## src/dcache_defs.svh

```systemverilog
// L1 data cache geometry, with the address field widths derived from it
`ifndef DCACHE_DEFS_SVH
`define DCACHE_DEFS_SVH

`define DC_ADDR_W       32 // Byte address width
`define DC_WAYS         4
`define DC_SETS         16
`define DC_LINE_BYTES   16

// Field widths of a byte address, split as {tag, set, offset}
`define DC_OFFS_W       $clog2(`DC_LINE_BYTES)
`define DC_SET_W        $clog2(`DC_SETS)
`define DC_WAY_W        $clog2(`DC_WAYS)
`define DC_BLK_W        (`DC_ADDR_W - `DC_OFFS_W)
`define DC_TAG_W        (`DC_BLK_W - `DC_SET_W)

// Line width in bits
`define DC_LINE_W       (8 * `DC_LINE_BYTES)

`endif

```

## src/mem_bus_pkg.sv

```systemverilog
// Memory bus types shared by the cache and the backing memory
`default_nettype none

`include "dcache_defs.svh"

package mem_bus_pkg;

    typedef logic [`DC_BLK_W-1:0]  blk_addr_t; // Address of a whole line
    typedef logic [`DC_LINE_W-1:0] line_t;

    // Double-word address, the byte address without its low three bits
    typedef logic [`DC_ADDR_W-4:0] dw_addr_t;

    // One-cycle write-through strobe, always accepted by memory
    typedef struct packed {
        logic        wr;
        dw_addr_t    addr;
        logic [63:0] data; // Bytes already placed at their lane
        logic [7:0]  be;
    } mem_write_t;

endpackage

`default_nettype wire

```

## src/dcache_pkg.sv

```systemverilog
// Data cache types for address fields, way requests and the controller FSM
`default_nettype none

`include "dcache_defs.svh"

package dcache_pkg;

    import mem_bus_pkg::*;

    typedef logic [`DC_TAG_W-1:0]  tag_t;
    typedef logic [`DC_SET_W-1:0]  set_t;
    typedef logic [`DC_OFFS_W-1:0] offs_t;

    // Bit 2 selects zero extension, bits 1:0 give 1, 2, 4 or 8 bytes
    typedef logic [2:0] access_len_t;

    // Lookup presented to every way in parallel
    typedef struct packed {
        set_t set;
        tag_t tag;
    } way_lookup_t;

    // Line write, qualified per way by a separate write enable
    typedef struct packed {
        logic  fill;  // Also writes the tag and sets valid
        set_t  set;
        tag_t  tag;
        line_t line;
    } way_fill_t;

    typedef struct packed {
        logic      inv;
        blk_addr_t blk;
    } way_inv_t;

    typedef struct packed {
        logic  hit;
        logic  valid; // Valid bit of the looked-up set
        line_t line;  // Registered read, one cycle behind the lookup
    } way_status_t;

    typedef enum logic [1:0] {
        s_ready,
        s_fetch,
        s_load
    } ctrl_state_t;

endpackage

`default_nettype wire

```

## src/cache_way.sv

```systemverilog
// Cache way with per-set tag, valid and line storage plus the hit compare
`default_nettype none

`include "dcache_defs.svh"

module cache_way
    import mem_bus_pkg::*;
    import dcache_pkg::*;
(
    input  wire logic        clk,
    input  wire logic        rst_n,
    input  wire way_lookup_t lookup,
    input  wire way_fill_t   fill,
    input  wire logic        wr_en,
    input  wire way_inv_t    inv_req,
    output way_status_t      status
);

    tag_t                tag_mem  [`DC_SETS];
    line_t               line_mem [`DC_SETS];
    logic [`DC_SETS-1:0] valid;
    line_t               rd_line;
    set_t                inv_set;
    tag_t                inv_tag;

    assign {inv_tag, inv_set} = inv_req.blk;

    always_ff @(posedge clk) begin
        if (wr_en) begin
            line_mem[fill.set] <= fill.line;
        end
        // A fill landing in the looked-up set is forwarded to the read port
        if (wr_en && fill.set == lookup.set) begin
            rd_line <= fill.line;
        end else begin
            rd_line <= line_mem[lookup.set];
        end
    end

    always_ff @(posedge clk) begin
        if (wr_en && fill.fill) begin
            tag_mem[fill.set] <= fill.tag;
        end
    end

    always_ff @(posedge clk) begin
        if (!rst_n) begin
            valid <= '0;
        end else begin
            if (inv_req.inv && tag_mem[inv_set] == inv_tag) begin
                valid[inv_set] <= 1'b0;
            end
            if (wr_en && fill.fill) begin
                valid[fill.set] <= 1'b1; // A fill wins over an invalidation
            end
        end
    end

    assign status.valid = valid[lookup.set];
    assign status.hit   = valid[lookup.set] && tag_mem[lookup.set] == lookup.tag;
    assign status.line  = rd_line;

endmodule

`default_nettype wire

```

## config.mk

```make
export PLATFORM = sky130hd
export DESIGN_NAME = cache_way
export DESIGN_NICKNAME = d
export VERILOG_FILES = /design/src/mem_bus_pkg.sv /design/src/dcache_pkg.sv /design/src/cache_way.sv
export VERILOG_INCLUDE_DIRS = /design/src /design/src/src
export SDC_FILE = /design/constraint.sdc
export NUM_CORES = 2
export LEC_CHECK = 0
export BUFFER_PORTS_ARGS = -buffer_cell sky130_fd_sc_hd__buf_2
export CAP_MARGIN = 25
export CORE_ASPECT_RATIO = 1.1
export CORE_MARGIN = 2
export CORE_UTILIZATION = 55
export CTS_CLUSTER_SIZE = 16
export DETAILED_ROUTE_END_ITERATION = 6
export PLACE_DENSITY = 0.72
export SLEW_MARGIN = 20
export SYNTH_ARGS = -nofsm -noshare
export SYNTH_HDL_FRONTEND = slang
export SYNTH_SLANG_ARGS = --single-unit
```

## constraint.sdc

```tcl
create_clock -name clk -period 12.9 [get_ports clk]
set_input_delay 0.645 -clock clk [delete_from_list [all_inputs] [get_ports clk]]
set_output_delay 0.645 -clock clk [all_outputs]
set_load 0.02 [all_outputs]
```

# == After elaboration in Yosys (flattened, before gate mapping) ==
# Memories as Yosys holds them, arrays and structs flattened. A register that Yosys moved wholly into a read port is not among the register bits.
# Index checks and enable logic that the tools add are counted.
# word_totals
register_bits,16
memories,2
ram_bits,2432
# op_classes
reduce_logical,5
muxes,13
bitwise_logic,3
n_lt_le_gt_ge,5
eq_ne,2
# memory_table
memory,depth,width,rd,rd_ports_with_merged_regs,wr,line_no,source
line_mem,16,128,1,1,1,cache_way.sv:20,line_t line_mem [`DC_SETS];
tag_mem,16,24,2,0,1,cache_way.sv:19,tag_t tag_mem [`DC_SETS];
# ops
cell,count
$eq 24x24->1,2
$mux 16,3
$and 16x16->16,1
$not 16->16,1
$or 16x16->16,1
$lt 4x5->1 const B,3
$demux 1 s4,2
$ge 4x1->1 const B,2
$mux 1,7
$logic_and 1x1->1,5
$bmux 1 s4,1

# == Longest topological paths before layout ==
# logic_depth
word_depth,10
ltp_mapped,13
mapped_depth_nobuf,8

# == Worst setup path before layout ==
# No wires, ideal clock.
# synth_timing
path_kind,input port to flip-flop
from,input port fill[152] in the netlist's numbering
to,"memory line_mem[0][0] in the netlist's numbering, enable pin"
stages,2
t_arrival_ns,9.563
setup_ns,0.772
required_ns,12.128
setup_slack_ns,2.565
cell_sequence,clkbuf_1 > nor3_1
# synth_lines
item,line_no,source
start: declaration,cache_way.sv:13,"input wire way_fill_t fill,"
end: declaration,cache_way.sv:20,
# No word-level cell before the write port.

==> results.sh <==
export IMPL_run_status="completed"
export IMPL_vias=45240
export IMPL_clockBufferDepth=3
export IMPL_syn_avg_cell_area_um2=24.3
export IMPL_grt_max_degree=162
export IMPL_ys_seq_area_share_pct=76.4
export IMPL_portBuffers=346
export IMPL_overflow=0
export IMPL_rrSetupSlack_ps=9550
export IMPL_min_path_cells=1
export IMPL_drt_first_pass_iters=6
export IMPL_slowest_delay_ps=940
export IMPL_async_flop_share_pct=0
export IMPL_yosys_top_cells_count="2,432 x edfxtp_1, 815 x mux4_2, 134 x clkbuf_1"
export IMPL_crit_chain="buf_4, buf_4, buf_4, mux4_2, mux4_2, buf_2"
export IMPL_finalCritPeriodShare_pct=47.6
export IMPL_hold_end="tag_mem[13][20]"
export IMPL_yosys_most_used_dff="edfxtp_1"
export IMPL_rsz0062_at_grt="false"
export IMPL_post_route_util_pct=62.4
export IMPL_route_detailed_drc=0
export IMPL_drtAntennaViolNets=0
export IMPL_cts_buffers=226
export IMPL_worstSkewPairLatency_ps=880
export IMPL_totalWireLength_um=224000
export IMPL_cp_arrival_ps=5500
export IMPL_synthMuxAreaShare_pct=20.2
export IMPL_relSlewSlack_pct=24.5
export IMPL_worstReg2RegEnd="valid[15]"
export IMPL_synthMostInstantiatedCell="edfxtp_1"
export IMPL_fillerInstances=11397
export IMPL_start_util_pct=55.5
export IMPL_vdd_drop_max_mv=0.137
export IMPL_cts_root_buffer="clkbuf_16"
export IMPL_synthesis_nets=4173
export IMPL_synth_top_cell_area_share_pct=75.9
export IMPL_antenna_found_initial=54
export IMPL_cts_sinks=2452
export IMPL_synth_top_area_cell="edfxtp_1"
export IMPL_tritoncts="done"
export IMPL_grt_use_met2_pct=42.4
export IMPL_synth_adder_area_share_pct=0
export IMPL_nNetsFinal=4621
export IMPL_yosysUniqueCellTypes=57
export IMPL_die_y_um=443
export IMPL_critPathRequiredTime_ps=12260
export IMPL_row_count=160
export IMPL_drive_gt1_share_pct=35.6
export IMPL_powerDensity_nw_per_um2=152
export IMPL_setup_tns_ps=0
export IMPL_period_minus_slack_ps=6140
export IMPL_grt_busiest_layer="met2"
export IMPL_vias_per_cell=6.57
export IMPL_ctsResizeCount=0
export IMPL_path_clk_slew_ps=60
export IMPL_tightestPinTransition_ps=1130
export IMPL_grt_pass1_wl_um=325000
export IMPL_synth_seq_cells=2452
export IMPL_synth_area_leaders="edfxtp_1 76%, mux4_2 19%, mux2i_1 0.90%"
export IMPL_h_tree_depth=4
export IMPL_drt_iter0_markers=5849
export IMPL_use_met1_pct=34.8
export IMPL_gp_congestion=0.888
export IMPL_synth_area_um2=96200
export IMPL_wl_per_cell_um=32.6
export IMPL_fin_skew_ps=63.8
export IMPL_synth_edf_count=2432
export IMPL_cp_common_cell="buf_4"
export IMPL_setup_violations=0
export IMPL_hold_viol=0
export IMPL_use_met3_pct=5.06
export IMPL_ios=347
export IMPL_post_cts_buffers=0
export IMPL_crit_path_top_delay_cell="dfxtp_4"
export IMPL_synth_compound_area_share_pct=1.06
export IMPL_coreArea_um2=173000
export IMPL_critical_path_max_fanout=66
export IMPL_regToRegStartpoint="tag_mem[15][16]"
export IMPL_min_path_type="input port to flop"
export IMPL_crit_family="buffers and inverters"
export IMPL_grt_pass1_vias=46244
export IMPL_hpwlAfterDp_um=115000
export IMPL_fp_dieW_um=403
export IMPL_syn_to_final_growth_pct=12.5
export IMPL_whs_ps=124
export IMPL_path_buf_inv=4
export IMPL_synthSimpleGateAreaFrac_pct=1.02
export IMPL_min_delay_start="fill[148]"
export IMPL_reg2reg_depth=8
export IMPL_synth_cells=3956
export IMPL_synth_xor_area_share_pct=0.355
export IMPL_maxCapViolCount=0
export IMPL_path_class="flop to primary output"
export IMPL_die_area_um2=178000
export IMPL_ys_warn_count=0
export IMPL_stdcell_count=6882
export IMPL_crit_path_end_kind="primary output"
export IMPL_cts_hold_repair_buffers=0
export IMPL_dp_cells=6442
export IMPL_crit_path_start_kind="flop"
export IMPL_p_leak_uw=0.0340
export IMPL_slew_violations=0
export IMPL_synth_top_family_by_area="multiplexers"
export IMPL_fmax_mhz=163
export IMPL_grt_usage_pct=25.4
[worst max path at each step]
stage                      to  depth (start not counted)
3_5_place_dp      status[129]                          9
6_report           status[70]                          6
5_1_grt            status[16]                          6
4_1_cts            status[28]                          6
2_1_floorplan  line_mem[0][0]                          2
3_3_place_gp      status[129]                          9
[metal layers]
metal	wire length, µm	vias up
met5	241	-
met1	84600	24476
met3	19600	375
met2	115000	2123
met4	5100	36
li1	-	18230
[through the flow]
step | setup slack [ps] | cell area [µm²] | power, µW
floorplan | 2570 | 96200 | 9750
global placement | 7090 | 101000 | 10100
detailed placement | 7070 | 101000 | 10100
CTS | 6620 | 108000 | 16600
global route | 6380 | 108000 | 16900
finish | 6760 | 108000 | 16400
[state kept, by name, summed over array words and instances (netlist names), named ones only]
name and cells:
line_mem 2048, tag_mem 384, valid 16
[final cells by class]
type	count	area, µm²	share of cell area, %
Timing Repair Buffer	438	2650	2.45
Clock inverter	142	1290	1.20
Antenna cell	21	52.6	0.0486
Multi-Input combinational cell	1268	22000	20.3
Sequential cell	2452	73400	67.9
Inverter	18	67.6	0.0624
Tap cell	2268	2840	2.62
Clock buffer	275	5900	5.45
[placed cells by master (no fill, tap or decap), types with 34 or more instances in the layout]
master	n
mux2i_1	86
clkinv_1	56
mux4_2	815
buf_4	79
clkbuf_16	229
buf_2	342
clkbuf_1	46
clkinv_2	54
a211oi_1	34
edfxtp_1	2432
[kinds of logic (layout without fill, tap and decap cells)]
logic type             after synthesis  count (layout)
AO/OA/AOI/OAI                      144             144
XOR/XNOR                            39              39
buffers and inverters              236             873
flip-flops                        2452            2452
multiplexers                       916             916
other                                0              21
AND/OR/NAND/NOR                    169             169
[power breakdown]
part / internal [µW] / switching, µW / leakage, µW
combinational: 417 / 582 / 0.00836
clock: 3630 / 2850 / 0.00354
sequential: 8910 / 51.5 / 0.0221
Note: power is estimated with default switching activity, not from simulation.
