## src/dcache_defs.svh

```systemverilog
// L1 data cache geometry, with the address field widths derived from it
`ifndef DCACHE_DEFS_SVH
`define DCACHE_DEFS_SVH

`define DC_ADDR_W       32 // Byte address width
`define DC_WAYS         4
`define DC_SETS         16
`define DC_LINE_BYTES   16

// Field widths of a byte address, split as {tag, set, offset}
`define DC_OFFS_W       $clog2(`DC_LINE_BYTES)
`define DC_SET_W        $clog2(`DC_SETS)
`define DC_WAY_W        $clog2(`DC_WAYS)
`define DC_BLK_W        (`DC_ADDR_W - `DC_OFFS_W)
`define DC_TAG_W        (`DC_BLK_W - `DC_SET_W)

// Line width in bits
`define DC_LINE_W       (8 * `DC_LINE_BYTES)

`endif

```

## src/mem_bus_pkg.sv

```systemverilog
// Memory bus types shared by the cache and the backing memory
`default_nettype none

`include "dcache_defs.svh"

package mem_bus_pkg;

    typedef logic [`DC_BLK_W-1:0]  blk_addr_t; // Address of a whole line
    typedef logic [`DC_LINE_W-1:0] line_t;

    // Double-word address, the byte address without its low three bits
    typedef logic [`DC_ADDR_W-4:0] dw_addr_t;

    // One-cycle write-through strobe, always accepted by memory
    typedef struct packed {
        logic        wr;
        dw_addr_t    addr;
        logic [63:0] data; // Bytes already placed at their lane
        logic [7:0]  be;
    } mem_write_t;

endpackage

`default_nettype wire

```

## src/dcache_pkg.sv

```systemverilog
// Data cache types for address fields, way requests and the controller FSM
`default_nettype none

`include "dcache_defs.svh"

package dcache_pkg;

    import mem_bus_pkg::*;

    typedef logic [`DC_TAG_W-1:0]  tag_t;
    typedef logic [`DC_SET_W-1:0]  set_t;
    typedef logic [`DC_OFFS_W-1:0] offs_t;

    // Bit 2 selects zero extension, bits 1:0 give 1, 2, 4 or 8 bytes
    typedef logic [2:0] access_len_t;

    // Lookup presented to every way in parallel
    typedef struct packed {
        set_t set;
        tag_t tag;
    } way_lookup_t;

    // Line write, qualified per way by a separate write enable
    typedef struct packed {
        logic  fill;  // Also writes the tag and sets valid
        set_t  set;
        tag_t  tag;
        line_t line;
    } way_fill_t;

    typedef struct packed {
        logic      inv;
        blk_addr_t blk;
    } way_inv_t;

    typedef struct packed {
        logic  hit;
        logic  valid; // Valid bit of the looked-up set
        line_t line;  // Registered read, one cycle behind the lookup
    } way_status_t;

    typedef enum logic [1:0] {
        s_ready,
        s_fetch,
        s_load
    } ctrl_state_t;

endpackage

`default_nettype wire

```

## src/dcache_ctrl.sv

```systemverilog
// Cache controller with the access FSM, miss fetch, victim choice and store path
`default_nettype none

`include "dcache_defs.svh"

module dcache_ctrl
    import mem_bus_pkg::*;
    import dcache_pkg::*;
(
    input  wire logic                  clk,
    input  wire logic                  rst_n,
    input  wire logic [`DC_ADDR_W-1:0] addr,
    input  wire access_len_t           len,
    input  wire logic [63:0]           data_in,
    input  wire logic                  rd,
    input  wire logic                  wr,
    output logic                       ld_ma,
    output logic                       st_ma,
    output logic                       stall,
    input  wire logic                  hit,
    input  wire logic [`DC_WAY_W-1:0]  hit_way,
    input  wire line_t                 sel_line,
    input  wire logic [`DC_WAYS-1:0]   way_valid,
    output way_lookup_t                lookup,
    output way_fill_t                  fill,
    output logic [`DC_WAYS-1:0]        way_wr_en,
    output logic                       mem_rd,
    output blk_addr_t                  mem_blk_addr,
    input  wire logic                  mem_valid,
    input  wire line_t                 mem_line,
    output mem_write_t                 mem_wr_o
);

    localparam int LINE_BYTES = `DC_LINE_BYTES;

    ctrl_state_t               state;
    ctrl_state_t               state_next;
    tag_t                      a_tag;
    set_t                      a_set;
    offs_t                     a_offs;
    logic                      misaligned;
    logic                      access_ok;
    logic                      fill_now;
    logic                      store_now;
    logic [7:0]                size_be;
    logic [`DC_LINE_BYTES-1:0] line_be;
    line_t                     line_wdata;
    line_t                     merged;
    logic [`DC_WAY_W-1:0]      victim;
    logic [`DC_WAY_W-1:0]      rr_cnt;

    assign {a_tag, a_set, a_offs} = addr;

    always_comb begin
        case (len[1:0])
            2'd0:    size_be = 8'h01;
            2'd1:    size_be = 8'h03;
            2'd2:    size_be = 8'h0f;
            default: size_be = 8'hff;
        endcase
    end

    // Bits 4, 2 and 1 of the byte mask form the low-address alignment mask
    assign misaligned = |(addr[2:0] & {size_be[4], size_be[2], size_be[1]});

    assign access_ok = state == s_ready && (rd || wr) && !misaligned;
    assign fill_now  = state == s_fetch && mem_valid;
    assign store_now = state == s_load && wr;

    assign ld_ma = state == s_ready && rd && misaligned;
    assign st_ma = state == s_ready && wr && misaligned;
    assign stall = access_ok || state == s_fetch;

    always_comb begin
        state_next = state;
        case (state)
            s_ready: if (access_ok) state_next = hit ? s_load : s_fetch;
            s_fetch: if (mem_valid) state_next = s_load;
            default: state_next = s_ready; // s_load finishes in one cycle
        endcase
    end

    always_ff @(posedge clk) begin
        if (!rst_n) begin
            state  <= s_ready;
            rr_cnt <= '0;
        end else begin
            state <= state_next;
            if (fill_now) begin
                rr_cnt <= rr_cnt + 1'b1;
            end
        end
    end

    // Lowest invalid way first, otherwise the round-robin pointer
    always_comb begin
        victim = rr_cnt;
        for (int w = `DC_WAYS - 1; w >= 0; w--) begin
            if (!way_valid[w]) begin
                victim = w[`DC_WAY_W-1:0];
            end
        end
    end

    // Store bytes placed at their line position and merged over the hit line
    assign line_be    = LINE_BYTES'(size_be) << a_offs;
    assign line_wdata = line_t'(data_in) << {a_offs, 3'b000};

    always_comb begin
        for (int b = 0; b < LINE_BYTES; b++) begin
            merged[8*b +: 8] = line_be[b] ? line_wdata[8*b +: 8] : sel_line[8*b +: 8];
        end
    end

    always_comb begin
        lookup.set = a_set;
        lookup.tag = a_tag;
        fill.fill  = fill_now;
        fill.set   = a_set;
        fill.tag   = a_tag;
        fill.line  = fill_now ? mem_line : merged;
        way_wr_en  = '0;
        if (fill_now) begin
            way_wr_en[victim] = 1'b1;
        end else if (store_now) begin
            way_wr_en[hit_way] = 1'b1;
        end
    end

    assign mem_rd       = state == s_fetch; // Held until mem_valid
    assign mem_blk_addr = {a_tag, a_set};

    always_comb begin
        mem_wr_o.wr   = store_now;
        mem_wr_o.addr = addr[`DC_ADDR_W-1:3];
        mem_wr_o.data = data_in << {addr[2:0], 3'b000};
        mem_wr_o.be   = size_be << addr[2:0];
    end

endmodule

`default_nettype wire

```

## config.mk

```make
export PLATFORM = sky130hd
export DESIGN_NAME = dcache_ctrl
export DESIGN_NICKNAME = d
export VERILOG_FILES = /design/src/mem_bus_pkg.sv /design/src/dcache_pkg.sv /design/src/dcache_ctrl.sv
export VERILOG_INCLUDE_DIRS = /design/src /design/src/src
export SDC_FILE = /design/constraint.sdc
export NUM_CORES = 1
export LEC_CHECK = 0
export BUFFER_PORTS_ARGS = -buffer_cell sky130_fd_sc_hd__clkbuf_2
export CAP_MARGIN = 20
export CORE_AREA = 2 2 270 272
export DETAILED_ROUTE_END_ITERATION = 6
export DIE_AREA = 0 0 272 274
export GPL_ROUTABILITY_DRIVEN = 0
export PLACE_DENSITY = 0.36
export SETUP_SLACK_MARGIN = 0.3
export SYNTH_ARGS = -nofsm -noshare
export SYNTH_HDL_FRONTEND = slang
export SYNTH_SLANG_ARGS = --single-unit
```

## constraint.sdc

```tcl
create_clock -name clk -period 2.95 [get_ports clk]
set_clock_uncertainty 0.2 [all_clocks]
set_input_delay 0.1475 -clock clk [delete_from_list [all_inputs] [get_ports clk]]
set_output_delay 0.1475 -clock clk [all_outputs]
set_load 0.01 [all_outputs]
```

=== Word level (Yosys, flattened, before mapping) ===
Cells that the tools add are included.

* Output and inout bits: 323
* Register bits: 4

* Shift-type cells: 4
* Reduce and logical (&&, ||, !) cells: 17
* $add $sub $neg: 1
* Magnitude comparators: 4
* Bitwise gates (word level): 1
* Equality and inequality tests: 6
* Muxes and demuxes: 32

{| class="wikitable"
|+ Operators with widths
! kind !! number
|-
| $mux W128 || 1
|-
| $mux W8 || 16
|-
| $shl A64 B7 Y128 || 1
|-
| $shl A64 B6 Y64 || 1
|-
| $pmux W8 S3 || 1
|-
| $shl A8 B4 Y16 || 1
|-
| $mux W2 || 7
|-
| $logic_and A1 B1 Y1 || 10
|-
| $mux W4 || 2
|-
| $shl A8 B3 Y8 || 1
|-
| $lt A2 B3 Y1 const B || 2
|-
| $demux W1 S2 || 2
|-
| $eq A2 B1 Y1 const B || 2
|-
| $eq A2 B2 Y1 const B || 2
|-
| $ge A2 B1 Y1 const B || 2
|-
| $logic_not A2 Y1 || 2
|-
| $pmux W2 S2 || 1
|-
| $and A3 B3 Y3 || 1
|-
| $reduce_or A3 Y1 || 1
|-
| $add A2 B1 Y2 const B || 1
|-
| $logic_or A1 B1 Y1 || 2
|-
| $mux W1 || 2
|-
| $ne A2 B1 Y1 const B || 1
|-
| $ne A2 B2 Y1 const B || 1
|-
| 2 further kinds || 2
|}

=== Logic depth before layout (Yosys ltp) ===
* Depth after elaboration: 9
* Gate-level depth with buffers: 9

=== Least setup slack after synthesis ===
No wires, ideal clock.

* Kind: reg-to-output
* From: reg state[0]
* To: out fill[113] (netlist bit)
* Arrival time: 1.826 ns
* Cell stages (with the launch flop): 9
* Required time: 2.602 ns
* Slack: 0.776 ns
* Cells stage by stage: dfxtp_1 -> nor2b_1 -> nand2_1 -> inv_1 -> buf_4 -> buf_2 -> buf_2 -> nor2_1 -> a221oi_1

{| class="wikitable"
|+ RTL lines
! what !! RTL line !! source
|-
| start: declaration || dcache_ctrl.sv:36 || <nowiki>ctrl_state_t state;</nowiki>
|-
| start signal: assignment || dcache_ctrl.sv:85 || <nowiki>state <= s_ready;</nowiki>
|-
| start signal: assignment || dcache_ctrl.sv:88 || <nowiki>state <= state_next;</nowiki>
|-
| end: declaration || dcache_ctrl.sv:25 || <nowiki>output way_fill_t fill,</nowiki>
|}

==> metrics.yaml <==
outcome:
  status: "finished with violations"
  violations: "negative hold slack"
synth:
  synth_seq_area_share_pct: 1.11
  synth-edff-count: 0
  ys_top_cells_by_area: "mux2i_1 15%, buf_4 13%, nand2_1 7.4%"
  yosys.cell_count.top_type: "nand2_1"
  synthXorXnorAreaFrac_pct: 0.243
  syn_area_mm2: 0.00722
  synth_area_leader_cell: "mux2i_1"
  synth_top_family_by_area: "compound AO/OA/AOI/OAI gates"
  synth_mux_area_share_pct: 24.4
  synth-compound-area-share_pct: 32.4
  ys_ff_latch: 4
  syn_area_per_cell_um2: 6.81
  synth_nets: 1427
  ys_types: 69
  yosys.area_share.adder_pct: 0
  yosys_warnings: 0
  postSynthCellCount: 1060
  synth_flop_cell: "dfxtp_1"
  synthSimpleGateAreaFrac_pct: 21.2
  synth_commonest_cells: "143 x nand2_1, 125 x buf_4, 107 x mux2i_1"
  ys_async_sr_fraction_pct: 0
  yosysTopAreaCellShare_pct: 14.8
routing:
  avgRoutedWirePerCell_um: 24.0
  vias: 9969
  dr.pass1.iters: 6
  drc: 0
  routed_wl_um: 59200
  drt_iter0_drc: 529
  ant_nets: 0
  viasPerCell: 4.04
global_routing:
  first_global_vias: 9853
  track_usage_pct: 14.9
  antenna_found_initial: 20
  gr-total-overflow: 0
  grt_max_degree: 43
  grt_pass1_wl_um: 78000
die:
  io_pins: 690
  coreArea_mm2: 0.0720
  die_w_um: 272
  initial_core_util_pct: 10.0
  fp.dieH_um: 274
  rows: 99
  fp.dieArea_mm2: 0.0745
power_and_ir_drop:
  pwr-share-clk_pct: 8.6
  pwr-share-seq_pct: 2.5
  p_sw_share_pct: 54.5
  p_per_area_mw_per_mm2: 224
  p_sw_w: 0.00130
  power_frac_comb_pct: 88.9
  vdd_ir_drop_max_uv: 141
  internal-power_w: 0.00109
  p_leak_nw: 5.07
clock_tree:
  clock_sinks: 4
  clkTransAtPathRegs_ns: 0.03
  cts_root_buf: "clkbuf_16"
  cts-htree-levels: 1
  cts_tree: "built"
  cts_buffers: 3
  clockBufferDepth: 2
  insertion_delay_ns: 0.22
sta:
  rsz0062_at_grt: "false"
  max_freq_mhz: 388
  worst_slew_pin_slew_ns: 0.729
  fin_setup_tns_ns: 0
  slew_violations: 0
  slew-limit-headroom_pct: 50.9
  period_needed_ns: 2.58
  finalSetupViolCount: 0
  hold_viol: 1
  holdWs_ns: -0.00279
  finalCritPeriodShare_pct: 87.3
place:
  port_buffers: 548
  place_hpwl_um: 52300
  placed_area_mm2: 0.0105
min_path:
  min_path_type: "in2reg"
setup_path:
  critPathRequiredTime_ns: 2.60
  reg2reg_slack_ns: 1.00
  critical_path_class: "in2out"
  cp_max_fo: 20
  setup.worst_path.end_class: "output pin"
  startpoint_type: "input port"
  worstPathArrival_ns: 2.23
flow_run:
  cap_viol_max_count: 0
cells_and_area:
  layout.nets: 1863
  drive_gt1_share_pct: 48.8
  final_area_mm2: 0.0107
  area_delta_synth_final_pct: 48.3
[flip-flops by register name, indices dropped and copies added, names as in the netlist]
name / count
rr_cnt: 2
state: 2
[final timing paths]
| check | endpoint | startpoint | cells past startpoint |
|---|---|---|---|
| max | fill[104] | addr[2] | 7 |
| min | rr_cnt[0]$_SDFFE_PN0P_ | rst_n | 2 |
| max reg2reg | rr_cnt[1]$_SDFFE_PN0P_ | state[0]$_SDFFE_PN0P_ | 7 |
| min reg2reg | state[0]$_SDFFE_PN0P_ | state[1]$_SDFFE_PN0P_ | 1 |
[area by class of cell]
| cell class | count | area (um2) |
|---|---|---|
| fill | 8410 | 61300 |
| multi-input combinational | 828 | 5710 |
| timing repair buffer | 637 | 3510 |
| tap | 959 | 1200 |
| inverter | 22 | 95.1 |
| sequential | 4 | 80.1 |
| clock buffer | 3 | 75.1 |
| antenna | 14 | 35.0 |
[power by group through the flow]
| stage | clock network [W] | logic [W] | registers (W) |
|---|---|---|---|
| global placement | 0 | 0.00214 | 0.0000597 |
| CTS | 0.000211 | 0.00216 | 0.0000594 |
| finish | 0.000207 | 0.00213 | 0.0000594 |
| floorplan | 0 | 0.00117 | 0.0000593 |
| global route | 0.000219 | 0.00229 | 0.0000597 |
| detailed placement | 0 | 0.00215 | 0.0000601 |
[per-stage QoR]
step	utilization (%)	power (W)	hold slack (ns)	cells	setup WS [ns]
2_1_floorplan	-	0.00123	0.0692	1060	0.776
3_3_place_gp	14.6	0.00220	0.0952	2450	0.0365
3_5_place_dp	14.6	0.00221	0.0952	2450	0.0198
4_1_cts	14.8	0.00243	0.0181	2453	0.274
5_1_grt	14.8	0.00257	0.0326	2457	0.307
6_report	14.9	0.00239	-0.00279	2467	0.374
[critical path, stage by stage]
cell	delay, ns
buf_4	0.25
buf_4	0.31
nand2b_1	0.26
o21ai_0	0.61
a22o_1	0.30
o221a_2	0.20
clkbuf_2	0.13
[cells by family after synthesis]
logic type / Yosys count
XOR/XNOR: 2
multiplexers: 151
buffers and inverters: 228
AO/OA/AOI/OAI: 336
flip-flops: 4
AND/OR/NAND/NOR: 339
[metal layers]
metal	routed length, um	GRT usage [%]	up-vias
li1	-	-	4631
met1	23800	17.6	4760
met2	29600	26.9	482
met3	4700	4.31	78
met4	952	2.30	18
met5	121	0	-
[timing repair]
| item | in CTS | in global routing |
|---|---|---|
| hold buffers | 0 | 0 |
| setup endpoints to repair | 65 | 64 |
| resized for setup | 13 | 11 |
| setup buffers | 0 | 0 |
[cell usage in the layout (no fill, tap or decap), types with 8 or more instances in the layout]
| master | synthesis | layout |
|---|---|---|
| inv_1 | 22 | 20 |
| nor3_1 | 19 | 19 |
| o21bai_1 | 9 | 9 |
| or3_1 | 9 | 9 |
| mux2i_1 | 107 | 104 |
| clkbuf_2 | 0 | 544 |
| nand3_1 | 12 | 12 |
| o21ai_1 | 26 | 28 |
| a21oi_1 | 27 | 26 |
| o2bb2ai_1 | 8 | 8 |
| nand2_1 | 143 | 141 |
| mux2_2 | 25 | 25 |
| a22oi_1 | 20 | 20 |
| a21oi_2 | 7 | 8 |
| o22a_1 | 10 | 10 |
| buf_4 | 125 | 84 |
| a2bb2oi_1 | 8 | 8 |
| o211ai_1 | 9 | 9 |
| mux4_2 | 16 | 16 |
| a31oi_1 | 8 | 8 |
| diode_2 | 0 | 14 |
| o21ai_0 | 100 | 98 |
| a211oi_1 | 13 | 13 |
| nor2_1 | 94 | 90 |
| and2_1 | 23 | 23 |
| a22o_1 | 22 | 22 |
| nand2b_1 | 11 | 11 |
(Power assumes the default switching activity.)
