[config.mk]
export PLATFORM = sky130hd
export DESIGN_NAME = way_select
export DESIGN_NICKNAME = d
export VERILOG_FILES = /design/src/mem_bus_pkg.sv /design/src/dcache_pkg.sv /design/src/way_select.sv
export VERILOG_INCLUDE_DIRS = /design/src /design/src/src
export SDC_FILE = /design/constraint.sdc
export NUM_CORES = 1
export LEC_CHECK = 0
export BUFFER_PORTS_ARGS = -buffer_cell sky130_fd_sc_hd__buf_2
export CORE_AREA = 2 2 283 285
export DETAILED_ROUTE_END_ITERATION = 6
export DIE_AREA = 0 0 285 287
export PLACE_DENSITY = 0.34
export SKIP_LAST_GASP = 1
export SLEW_MARGIN = 20
export SYNTH_ARGS = -nofsm -noshare
export SYNTH_HDL_FRONTEND = slang
export SYNTH_SLANG_ARGS = --single-unit
[constraint.sdc]
create_clock -name vclk -period 3.22
set_input_delay 0.322 -clock vclk [all_inputs]
set_output_delay 0.322 -clock vclk [all_outputs]
set_load 0.05 [all_outputs]
[src/dcache_defs.svh]
// L1 data cache geometry, with the address field widths derived from it
`ifndef DCACHE_DEFS_SVH
`define DCACHE_DEFS_SVH

`define DC_ADDR_W       32 // Byte address width
`define DC_WAYS         4
`define DC_SETS         16
`define DC_LINE_BYTES   16

// Field widths of a byte address, split as {tag, set, offset}
`define DC_OFFS_W       $clog2(`DC_LINE_BYTES)
`define DC_SET_W        $clog2(`DC_SETS)
`define DC_WAY_W        $clog2(`DC_WAYS)
`define DC_BLK_W        (`DC_ADDR_W - `DC_OFFS_W)
`define DC_TAG_W        (`DC_BLK_W - `DC_SET_W)

// Line width in bits
`define DC_LINE_W       (8 * `DC_LINE_BYTES)

`endif

[src/mem_bus_pkg.sv]
// Memory bus types shared by the cache and the backing memory
`default_nettype none

`include "dcache_defs.svh"

package mem_bus_pkg;

    typedef logic [`DC_BLK_W-1:0]  blk_addr_t; // Address of a whole line
    typedef logic [`DC_LINE_W-1:0] line_t;

    // Double-word address, the byte address without its low three bits
    typedef logic [`DC_ADDR_W-4:0] dw_addr_t;

    // One-cycle write-through strobe, always accepted by memory
    typedef struct packed {
        logic        wr;
        dw_addr_t    addr;
        logic [63:0] data; // Bytes already placed at their lane
        logic [7:0]  be;
    } mem_write_t;

endpackage

`default_nettype wire

[src/dcache_pkg.sv]
// Data cache types for address fields, way requests and the controller FSM
`default_nettype none

`include "dcache_defs.svh"

package dcache_pkg;

    import mem_bus_pkg::*;

    typedef logic [`DC_TAG_W-1:0]  tag_t;
    typedef logic [`DC_SET_W-1:0]  set_t;
    typedef logic [`DC_OFFS_W-1:0] offs_t;

    // Bit 2 selects zero extension, bits 1:0 give 1, 2, 4 or 8 bytes
    typedef logic [2:0] access_len_t;

    // Lookup presented to every way in parallel
    typedef struct packed {
        set_t set;
        tag_t tag;
    } way_lookup_t;

    // Line write, qualified per way by a separate write enable
    typedef struct packed {
        logic  fill;  // Also writes the tag and sets valid
        set_t  set;
        tag_t  tag;
        line_t line;
    } way_fill_t;

    typedef struct packed {
        logic      inv;
        blk_addr_t blk;
    } way_inv_t;

    typedef struct packed {
        logic  hit;
        logic  valid; // Valid bit of the looked-up set
        line_t line;  // Registered read, one cycle behind the lookup
    } way_status_t;

    typedef enum logic [1:0] {
        s_ready,
        s_fetch,
        s_load
    } ctrl_state_t;

endpackage

`default_nettype wire

[src/way_select.sv]
// Way status reduction to hit, hit way and line, plus load extraction
`default_nettype none

`include "dcache_defs.svh"

module way_select
    import mem_bus_pkg::*;
    import dcache_pkg::*;
(
    input  wire way_status_t          status [`DC_WAYS],
    input  wire offs_t                offs,
    input  wire access_len_t          len,
    output logic                      hit,
    output logic [`DC_WAY_W-1:0]      hit_way,
    output line_t                     sel_line,
    output logic [`DC_WAYS-1:0]       way_valid,
    output logic [63:0]               data_out
);

    line_t       shifted;
    logic [63:0] raw;

    // Lowest way index wins, although a tag lives in one way only
    always_comb begin
        hit     = 1'b0;
        hit_way = '0;
        for (int w = `DC_WAYS - 1; w >= 0; w--) begin
            way_valid[w] = status[w].valid;
            if (status[w].hit) begin
                hit     = 1'b1;
                hit_way = w[`DC_WAY_W-1:0];
            end
        end
    end

    assign sel_line = status[hit_way].line;

    assign shifted = sel_line >> {offs, 3'b000}; // Addressed byte moved to bit 0
    assign raw     = shifted[63:0];

    always_comb begin
        case (len)
            3'b000:  data_out = {{56{raw[7]}}, raw[7:0]};
            3'b001:  data_out = {{48{raw[15]}}, raw[15:0]};
            3'b010:  data_out = {{32{raw[31]}}, raw[31:0]};
            3'b100:  data_out = {56'b0, raw[7:0]};
            3'b101:  data_out = {48'b0, raw[15:0]};
            3'b110:  data_out = {32'b0, raw[31:0]};
            default: data_out = raw; // Double word, signed or not
        endcase
    end

endmodule

`default_nettype wire

# ---- After elaboration in Yosys (flattened, before gate mapping)
# Cells that the tools add are included.
dict set report word_totals {
  ff_bits 0
  out_inout_bits 199
  word_cells 21
}
dict set report op_classes {
  magnitude_cmp 1
  n_eq_ne 5
  shifts 1
  n_mux 12
  n_bitwise 1
  n_reduce_logical 1
}
# op n
set op_table {}
lappend op_table {{$pmux W64 S6} 1}
lappend op_table {{$bmux W130 S2} 1}
lappend op_table {{$mux W128} 2}
lappend op_table {{$shr A128 B7 Y64} 1}
lappend op_table {{$eq A3 B3 Y1 const B} 3}
lappend op_table {{$mux W2} 4}
lappend op_table {{$mux W1} 4}
lappend op_table {{$eq A3 B1 Y1 const B} 1}
lappend op_table {{$eq A3 B2 Y1 const B} 1}
lappend op_table {{$ge A3 B3 Y1 const B} 1}
lappend op_table {{$logic_not A3 Y1} 1}
lappend op_table {{$not A2 Y3} 1}

# ---- Depth between registers and ports, before layout
# Gate-level depths: netlist of run 1.
dict set report depth {
  depth_word 10
  ltp_mapped 14
  mapped_depth_nobuf 9
}

# ---- Worst setup path after synthesis of run 1
# Ideal clock, no wire load.
dict set report synth_timing {
  kind {in2out}
  from {input status[259] (netlist bit)}
  to {output data_out[22]}
  t_arrival_ps 4449
  t_required_ps 2898
  slack_ps -1551
  stages 11
  path_buffers 2
  path_cell_list {buf_4 -> buf_6 -> or2_4 -> nand2_2 -> inv_2 -> and3_1 -> a31oi_1 -> mux2i_1 -> mux2i_1 -> a221oi_1 -> o311ai_0}
}
dict set report synth_via {
  elab_chain_len 9
}
# element line_no
set synth_rtl {}
lappend synth_rtl {{start, declared} way_select.sv:10} ;# input wire way_status_t status [`DC_WAYS],
lappend synth_rtl {{$mux W2 (3 in a row)} way_select.sv:29} ;# if (status[w].hit) begin
lappend synth_rtl {{$not A2 Y3 (not written as such)} way_select.sv:36} ;# assign sel_line = status[hit_way].line;
lappend synth_rtl {{$bmux W130 S2} way_select.sv:36}
lappend synth_rtl {{$mux W128 (not written as such) (2 in a row)} way_select.sv:36}
lappend synth_rtl {{named net sel_line[110]} way_select.sv:15} ;# output line_t sel_line,
lappend synth_rtl {{$shr A128 B7 Y64} way_select.sv:38} ;# assign shifted = sel_line >> {offs, 3'b000};
lappend synth_rtl {{$pmux W64 S6} way_select.sv:42} ;# case (len)
lappend synth_rtl {{end, declared} way_select.sv:17} ;# output logic [63:0] data_out
# The timed path passes the listed nets, and every way through them passes these cells. The select of a mux whose other input is x is not followed.

# ---- Worst setup path after layout of run 1
dict set report layout_timing {
  from {input status[129] (netlist bit)}
  to {output data_out[29]}
}
dict set report layout_via {
  elab_chain_len 10
}
# element line_no
set layout_rtl {}
lappend layout_rtl {{$mux W2 (4 in a row)} way_select.sv:29}
lappend layout_rtl {{$not A2 Y3 (not written as such)} way_select.sv:36}
lappend layout_rtl {{$bmux W130 S2} way_select.sv:36}
lappend layout_rtl {{$mux W128 (not written as such) (2 in a row)} way_select.sv:36}
lappend layout_rtl {{$shr A128 B7 Y64} way_select.sv:38}
lappend layout_rtl {{$pmux W64 S6} way_select.sv:42}
# No other way between the ends. The select of a mux whose other input is x is not followed.

==> results.json, run 1 <==
{
  "status": "complete, but fails checks",
  "violations": "negative setup slack",
  "synth.top_cell.area_share": 0.0852,
  "synth-seq-area-share": 0,
  "dr.max_layer_used": "met5",
  "dp_hpwl_microns": 99600,
  "core_area_sq_um": 78600,
  "dp_worst_setup_slack_ns": -0.827,
  "pin_count": 726,
  "fp.dieW_microns": 285,
  "grt_max_degree": 39,
  "min_period_ns": 3.49,
  "synth_area_leader_cell": "mux2i_1",
  "drtIter0Drc": 1358,
  "synth_cells": 1350,
  "synth_nets": 1877,
  "ff_latch_area_sq_um": 0,
  "via_per_inst": 4.89,
  "grt_pass1_vias": 18084,
  "cp_max_fo": 5,
  "fin_nets": 3032,
  "crit_type": "in -> out",
  "ys.warnings.count": 0,
  "cp_cell_sequence": "buf_8 > nor2b_4 > o21ai_4 > buf_12 > buf_12 > clkinv_16 > buf_12 > buf_4 > mux4_2 > mux4_2 > o21ai_1 > buf_4 > o21ai_2 > buf_6",
  "gp_congestion": 0.987,
  "powerDensity_nw_per_um2": 271,
  "drtAntennaViolNets": 0,
  "vdd_drop_max_v": 0.000119,
  "relSlewSlack": 0.515,
  "finalMaxSlewViolations": 0,
  "vias": 17479,
  "track_usage": 0.267,
  "worst_setup_path_start_kind": "input port",
  "grt_antenna_before_repair": 25,
  "fp.dieH_microns": 287,
  "drtPass1Iterations": 5,
  "max_stage_delay_ns": 0.53,
  "nClkBuffers": 0,
  "hold_viol": 0,
  "postRouteWirelength_microns": 115000,
  "remaining_drc_errors": 0,
  "flow.area_growth_from_synthesis_pct": 145,
  "hold_ws_ns": 0.644,
  "fin_ws_ns": -0.266,
  "ys_top_cells_by_area": "mux2i_1 (8.5%), mux4_2 (8.0%), nand2_1 (7.7%)",
  "hold_path.class": "in -> out",
  "seq_cell_count": 0,
  "grt_pass1_wl_microns": 153000,
  "fin_cells": 3572,
  "slowest_stage": "mux4_2",
  "setup_viol": 58,
  "fin_setup_tns_ns": -6.22,
  "rows": 103,
  "maxCapViolCount": 0,
  "wl_met3_microns": 7520,
  "hold_buffers": 0,
  "numPortBuffers": 718,
  "wl_met2_microns": 56900,
  "syn_area_per_cell_sq_um": 6.70,
  "synth_common_cells": "nand2_1 (186), nor2_1 (103), a21oi_1 (90), mux2i_1 (77), inv_1 (66)",
  "rsz0062_at_grt": "true",
  "start_util": 0.115,
  "netlist_area_sq_um": 9040,
  "leakagePower_nw": 10.1,
  "synth_cell_type_count": 91,
  "placed_cells": 3476,
  "fmax_mhz": 287,
  "cpMostUsedCell": "buf_12",
  "endpoint_kind": "primary output",
  "cp.required_ns": 2.90,
  "gr-total-overflow": 0,
  "yosysMostFrequentCell": "nand2_1",
  "wire_per_inst_microns": 32.3,
  "die_area_sq_um": 81800,
  "met1_length_microns": 47700,
  "period_share": 1.08,
  "critical_path_arrival_ns": 3.16,
  "drive_gt1_frac": 0.669,
  "worst_pin_slew_ns": 0.728
}
## cells by family after synthesis
kind of cell           after synthesis  share of synthesized area
AOI/OAI and AO/OA                  561                      0.463
buffers and inverters              221                      0.115
muxes                              137                      0.200
and+or+nand+nor                    431                      0.222
## critical path: cells and delay by family
kind / cells / cell delay [ns]
AOI/OAI and AO/OA: 3 / 0.52
buffers and inverters: 8 / 1.11
muxes: 2 / 1.06
and+or+nand+nor: 1 / 0.13
## layout make-up
class | instances | area [sq um]
multi-input combinational | 1129 | 10300
tap | 1050 | 1310
antenna | 19 | 47.5
timing repair buffer | 1302 | 10200
timing repair inverter | 1 | 11.3
fill | 8768 | 56500
inverter | 71 | 303
## layout by cell type (no fill, tap or decap), types with 10 or more instances in the layout
cell and n:
a31oi_4 17, nor2_1 87, buf_8 16, buf_12 115, and3_1 11, a2bb2oi_2 14
inv_1 63, a21oi_2 15, nand2_4 10, diode_2 19, a21oi_1 69, mux2i_2 10
a22oi_1 13, a211oi_1 17, o22ai_1 39, o21ai_2 11, o221ai_1 33, and2_1 13
a21o_1 11, o21ai_0 21, buf_4 491, buf_2 614, mux2i_1 56, a221oi_4 15
o211ai_1 28, a221o_1 12, buf_6 57, nor2_2 11, o21ai_4 23, mux2_2 21
nand3_1 19, a22oi_2 10, mux4_2 32, nand2_1 170, nand2b_1 12, mux2i_4 11
o21ai_1 16
## routing by layer
metal	up-vias	GRT usage
met5	-	0
met4	4	0.0654
met3	120	0.0443
met1	8825	0.332
met2	908	0.477
li1	7622	-
## timing repair
action                                 CTS  global route
buffers inserted                        34            36
endpoints found under the hold margin    0             0
resized for setup                      293           125
pin swaps                               40            45
setup endpoints to repair               64            63
cloned                                   5             4
## power by group
group	switching, mW	total [mW]	internal [mW]
registers	0	0	0
logic	3.50	6.00	2.50
clock network	0	0.000000634	0.000000634
## final timing paths
path | from | slack, ns | end | depth (start not counted)
min | status[518] | 0.64 | way_valid[0] | 0
max | status[129] | -0.27 | data_out[29] | 14
## through the flow
step / power (mW) / utilization / instance area [sq um]
floorplan: 2.51 / - / 9970
global placement: 5.34 / 0.246 / 19300
detailed placement: 5.32 / 0.246 / 19300
CTS: 5.77 / 0.268 / 21000
global route: 6.22 / 0.281 / 22100
finish: 6.00 / 0.282 / 22100
Note: power is estimated with default switching activity, not from simulation.
==> run 2, diff against run 1 <==
Settings changed: CORE_AREA 2 2 283 285 to 2 2 281 283, DIE_AREA 0 0 285 287 to 0 0 283 285, RECOVER_POWER set to 50.
==> run 2 against run 1 <==
The flow still finishes with violations (negative setup slack). Critical endpoint is now data_out[16]. Worst hold slack barely moved. Largest cell class is now buffers. Final area rose by 0.52%. Critical path depth increased by 1. Wire length fell by 0.67%. Clock-buffer cell count unchanged. Non-clock buffer count grew 10. Cell count did not move. Maximum frequency grew 3.2%. Largest power group unchanged.
==> results.json, run 2 (synthesis gave the netlist of run 1 again) <==
{
  "worst_pin_slew_ns": 0.814,
  "endpoint_kind": "primary output",
  "gp_congestion": 0.967,
  "cp-startpoint": "status[259]",
  "drtPass1Iterations": 5,
  "p_clk_frac": 0,
  "numPortBuffers": 718,
  "track_usage": 0.269,
  "hold_viol": 0,
  "remaining_drc_errors": 0,
  "fin_ws_ns": -0.156,
  "powerDensity_nw_per_um2": 274,
  "seq_cell_count": 0,
  "die_area_sq_um": 80700,
  "ff_latch_area_sq_um": 0,
  "crit_type": "in -> out",
  "leakagePower_nw": 10.2,
  "cellInternalPower_mw": 2.60,
  "hold_depth": 0,
  "status": "complete, but fails checks",
  "violations": "negative setup slack",
  "power_mw": 6.09,
  "drive_gt1_frac": 0.659,
  "seqPwrFrac": 0,
  "grt_max_degree": 41,
  "grt_antenna_before_repair": 22,
  "gr-total-overflow": 0,
  "p_sw_mw": 3.49,
  "fp.dieH_microns": 285,
  "placed_area_sq_um": 19900,
  "rsz0062_at_grt": "true",
  "min_period_ns": 3.38,
  "fp.dieW_microns": 283,
  "drtIter0Drc": 1198,
  "rows": 103,
  "cp_max_fo": 8,
  "hold_path.class": "in -> out",
  "final_core_util": 0.286,
  "combPwrFrac": 1.000,
  "p_sw_frac": 0.573,
  "dp_hpwl_microns": 98800,
  "via_per_inst": 4.84,
  "vdd_drop_max_v": 0.000112,
  "critical_path_arrival_ns": 3.05,
  "grt_pass1_wl_microns": 154000,
  "fmax_mhz": 296,
  "setup.worst_path.end": "data_out[16]",
  "relSlewSlack": 0.456,
  "postRouteWirelength_microns": 115000,
  "mostFrequentLayoutCell": "buf_2",
  "grt_pass1_vias": 18002,
  "drtAntennaViolNets": 0,
  "start_util": 0.116,
  "core_area_sq_um": 78000,
  "cp.required_ns": 2.90,
  "fin_setup_tns_ns": -3.22,
  "pin_count": 726,
  "wire_per_inst_microns": 32.1,
  "hold_buffers": 0,
  "flow.area_growth_from_synthesis_pct": 146,
  "finalMaxSlewViolations": 0,
  "setup_viol": 43,
  "worst_setup_path_start_kind": "input port",
  "stdcell_area_sq_um": 22300,
  "period_share": 1.05,
  "final_cell_mix": "buf_2 (588), buf_4 (509), nand2_1 (176), buf_12 (141), nor2_1 (91)",
  "fin_nets": 3041,
  "nClkBuffers": 0,
  "maxCapViolCount": 0,
  "vias": 17294
}
## run 2: cell count changes in the layout (fill, tap and decap cells not counted), moves of 6 or more
cell,previous run,this run
buf_6,57,32
buf_4,491,509
nand2_4,10,4
clkbuf_1,0,24
buf_8,16,10
buf_12,115,141
nand2_1,170,176
diode_2,19,10
buf_2,614,588
## run 2: metrics by stage
step / worst slack, ns / hold WS [ns] / instances
2_1_floorplan: -0.183 / 0.811 / 1350
3_3_place_gp: -0.648 / 0.644 / 3492
3_5_place_dp: -0.643 / 0.644 / 3492
4_1_cts: -0.173 / 0.644 / 3539
5_1_grt: -0.239 / 0.644 / 3566
6_report: -0.156 / 0.644 / 3572
## run 2: metal layers
layer | GRT usage | wire length (microns)
met2 | 0.495 | 57100
met1 | 0.342 | 49100
met4 | 0.0354 | 2790
met5 | 0 | 0
met3 | 0.0334 | 5740
## run 2: worst min-delay path by stage
stage | startpoint | to | slack, ns
3_3_place_gp | status[518] | way_valid[0] | 0.64
2_1_floorplan | status[518] | way_valid[0] | 0.81
3_5_place_dp | status[518] | way_valid[0] | 0.64
5_1_grt | status[518] | way_valid[0] | 0.64
6_report | status[518] | way_valid[0] | 0.64
4_1_cts | status[518] | way_valid[0] | 0.64
## run 2: timing repair
action	in CTS	in global routing
resized for setup	207	136
setup buffers	44	21
pin swaps	37	46
setup endpoints to repair	63	63
cloned	3	3
## run 2: cell type report
| class | instances | area (sq um) |
|---|---|---|
| repair buffers | 1312 | 10400 |
| well taps | 1050 | 1310 |
| fillers | 8615 | 55700 |
| diodes | 10 | 25.0 |
| inverters | 71 | 283 |
| multi-input cells | 1129 | 10200 |
## run 2: power groups by stage
| stage | combinational (mW) | sequential (mW) | clock [mW] |
|---|---|---|---|
| 2_1_floorplan | 2.51 | 0 | 0 |
| 3_3_place_gp | 5.57 | 0 | 0 |
| 3_5_place_dp | 5.55 | 0 | 0 |
| 4_1_cts | 5.91 | 0 | 0 |
| 6_report | 6.09 | 0 | 0.0000000613 |
## run 2: critical path, cell delays in order
cell       delay, ns
buf_12          0.12
buf_4           0.14
buf_4           0.13
nor2_2          0.15
clkbuf_1        0.48
a2111oi_2       0.15
buf_4           0.18
buf_4           0.13
nor2_4          0.08
mux2i_1         0.08
buf_4           0.17
o32ai_1         0.43
a221oi_2        0.07
o21ai_2         0.23
buf_12          0.17
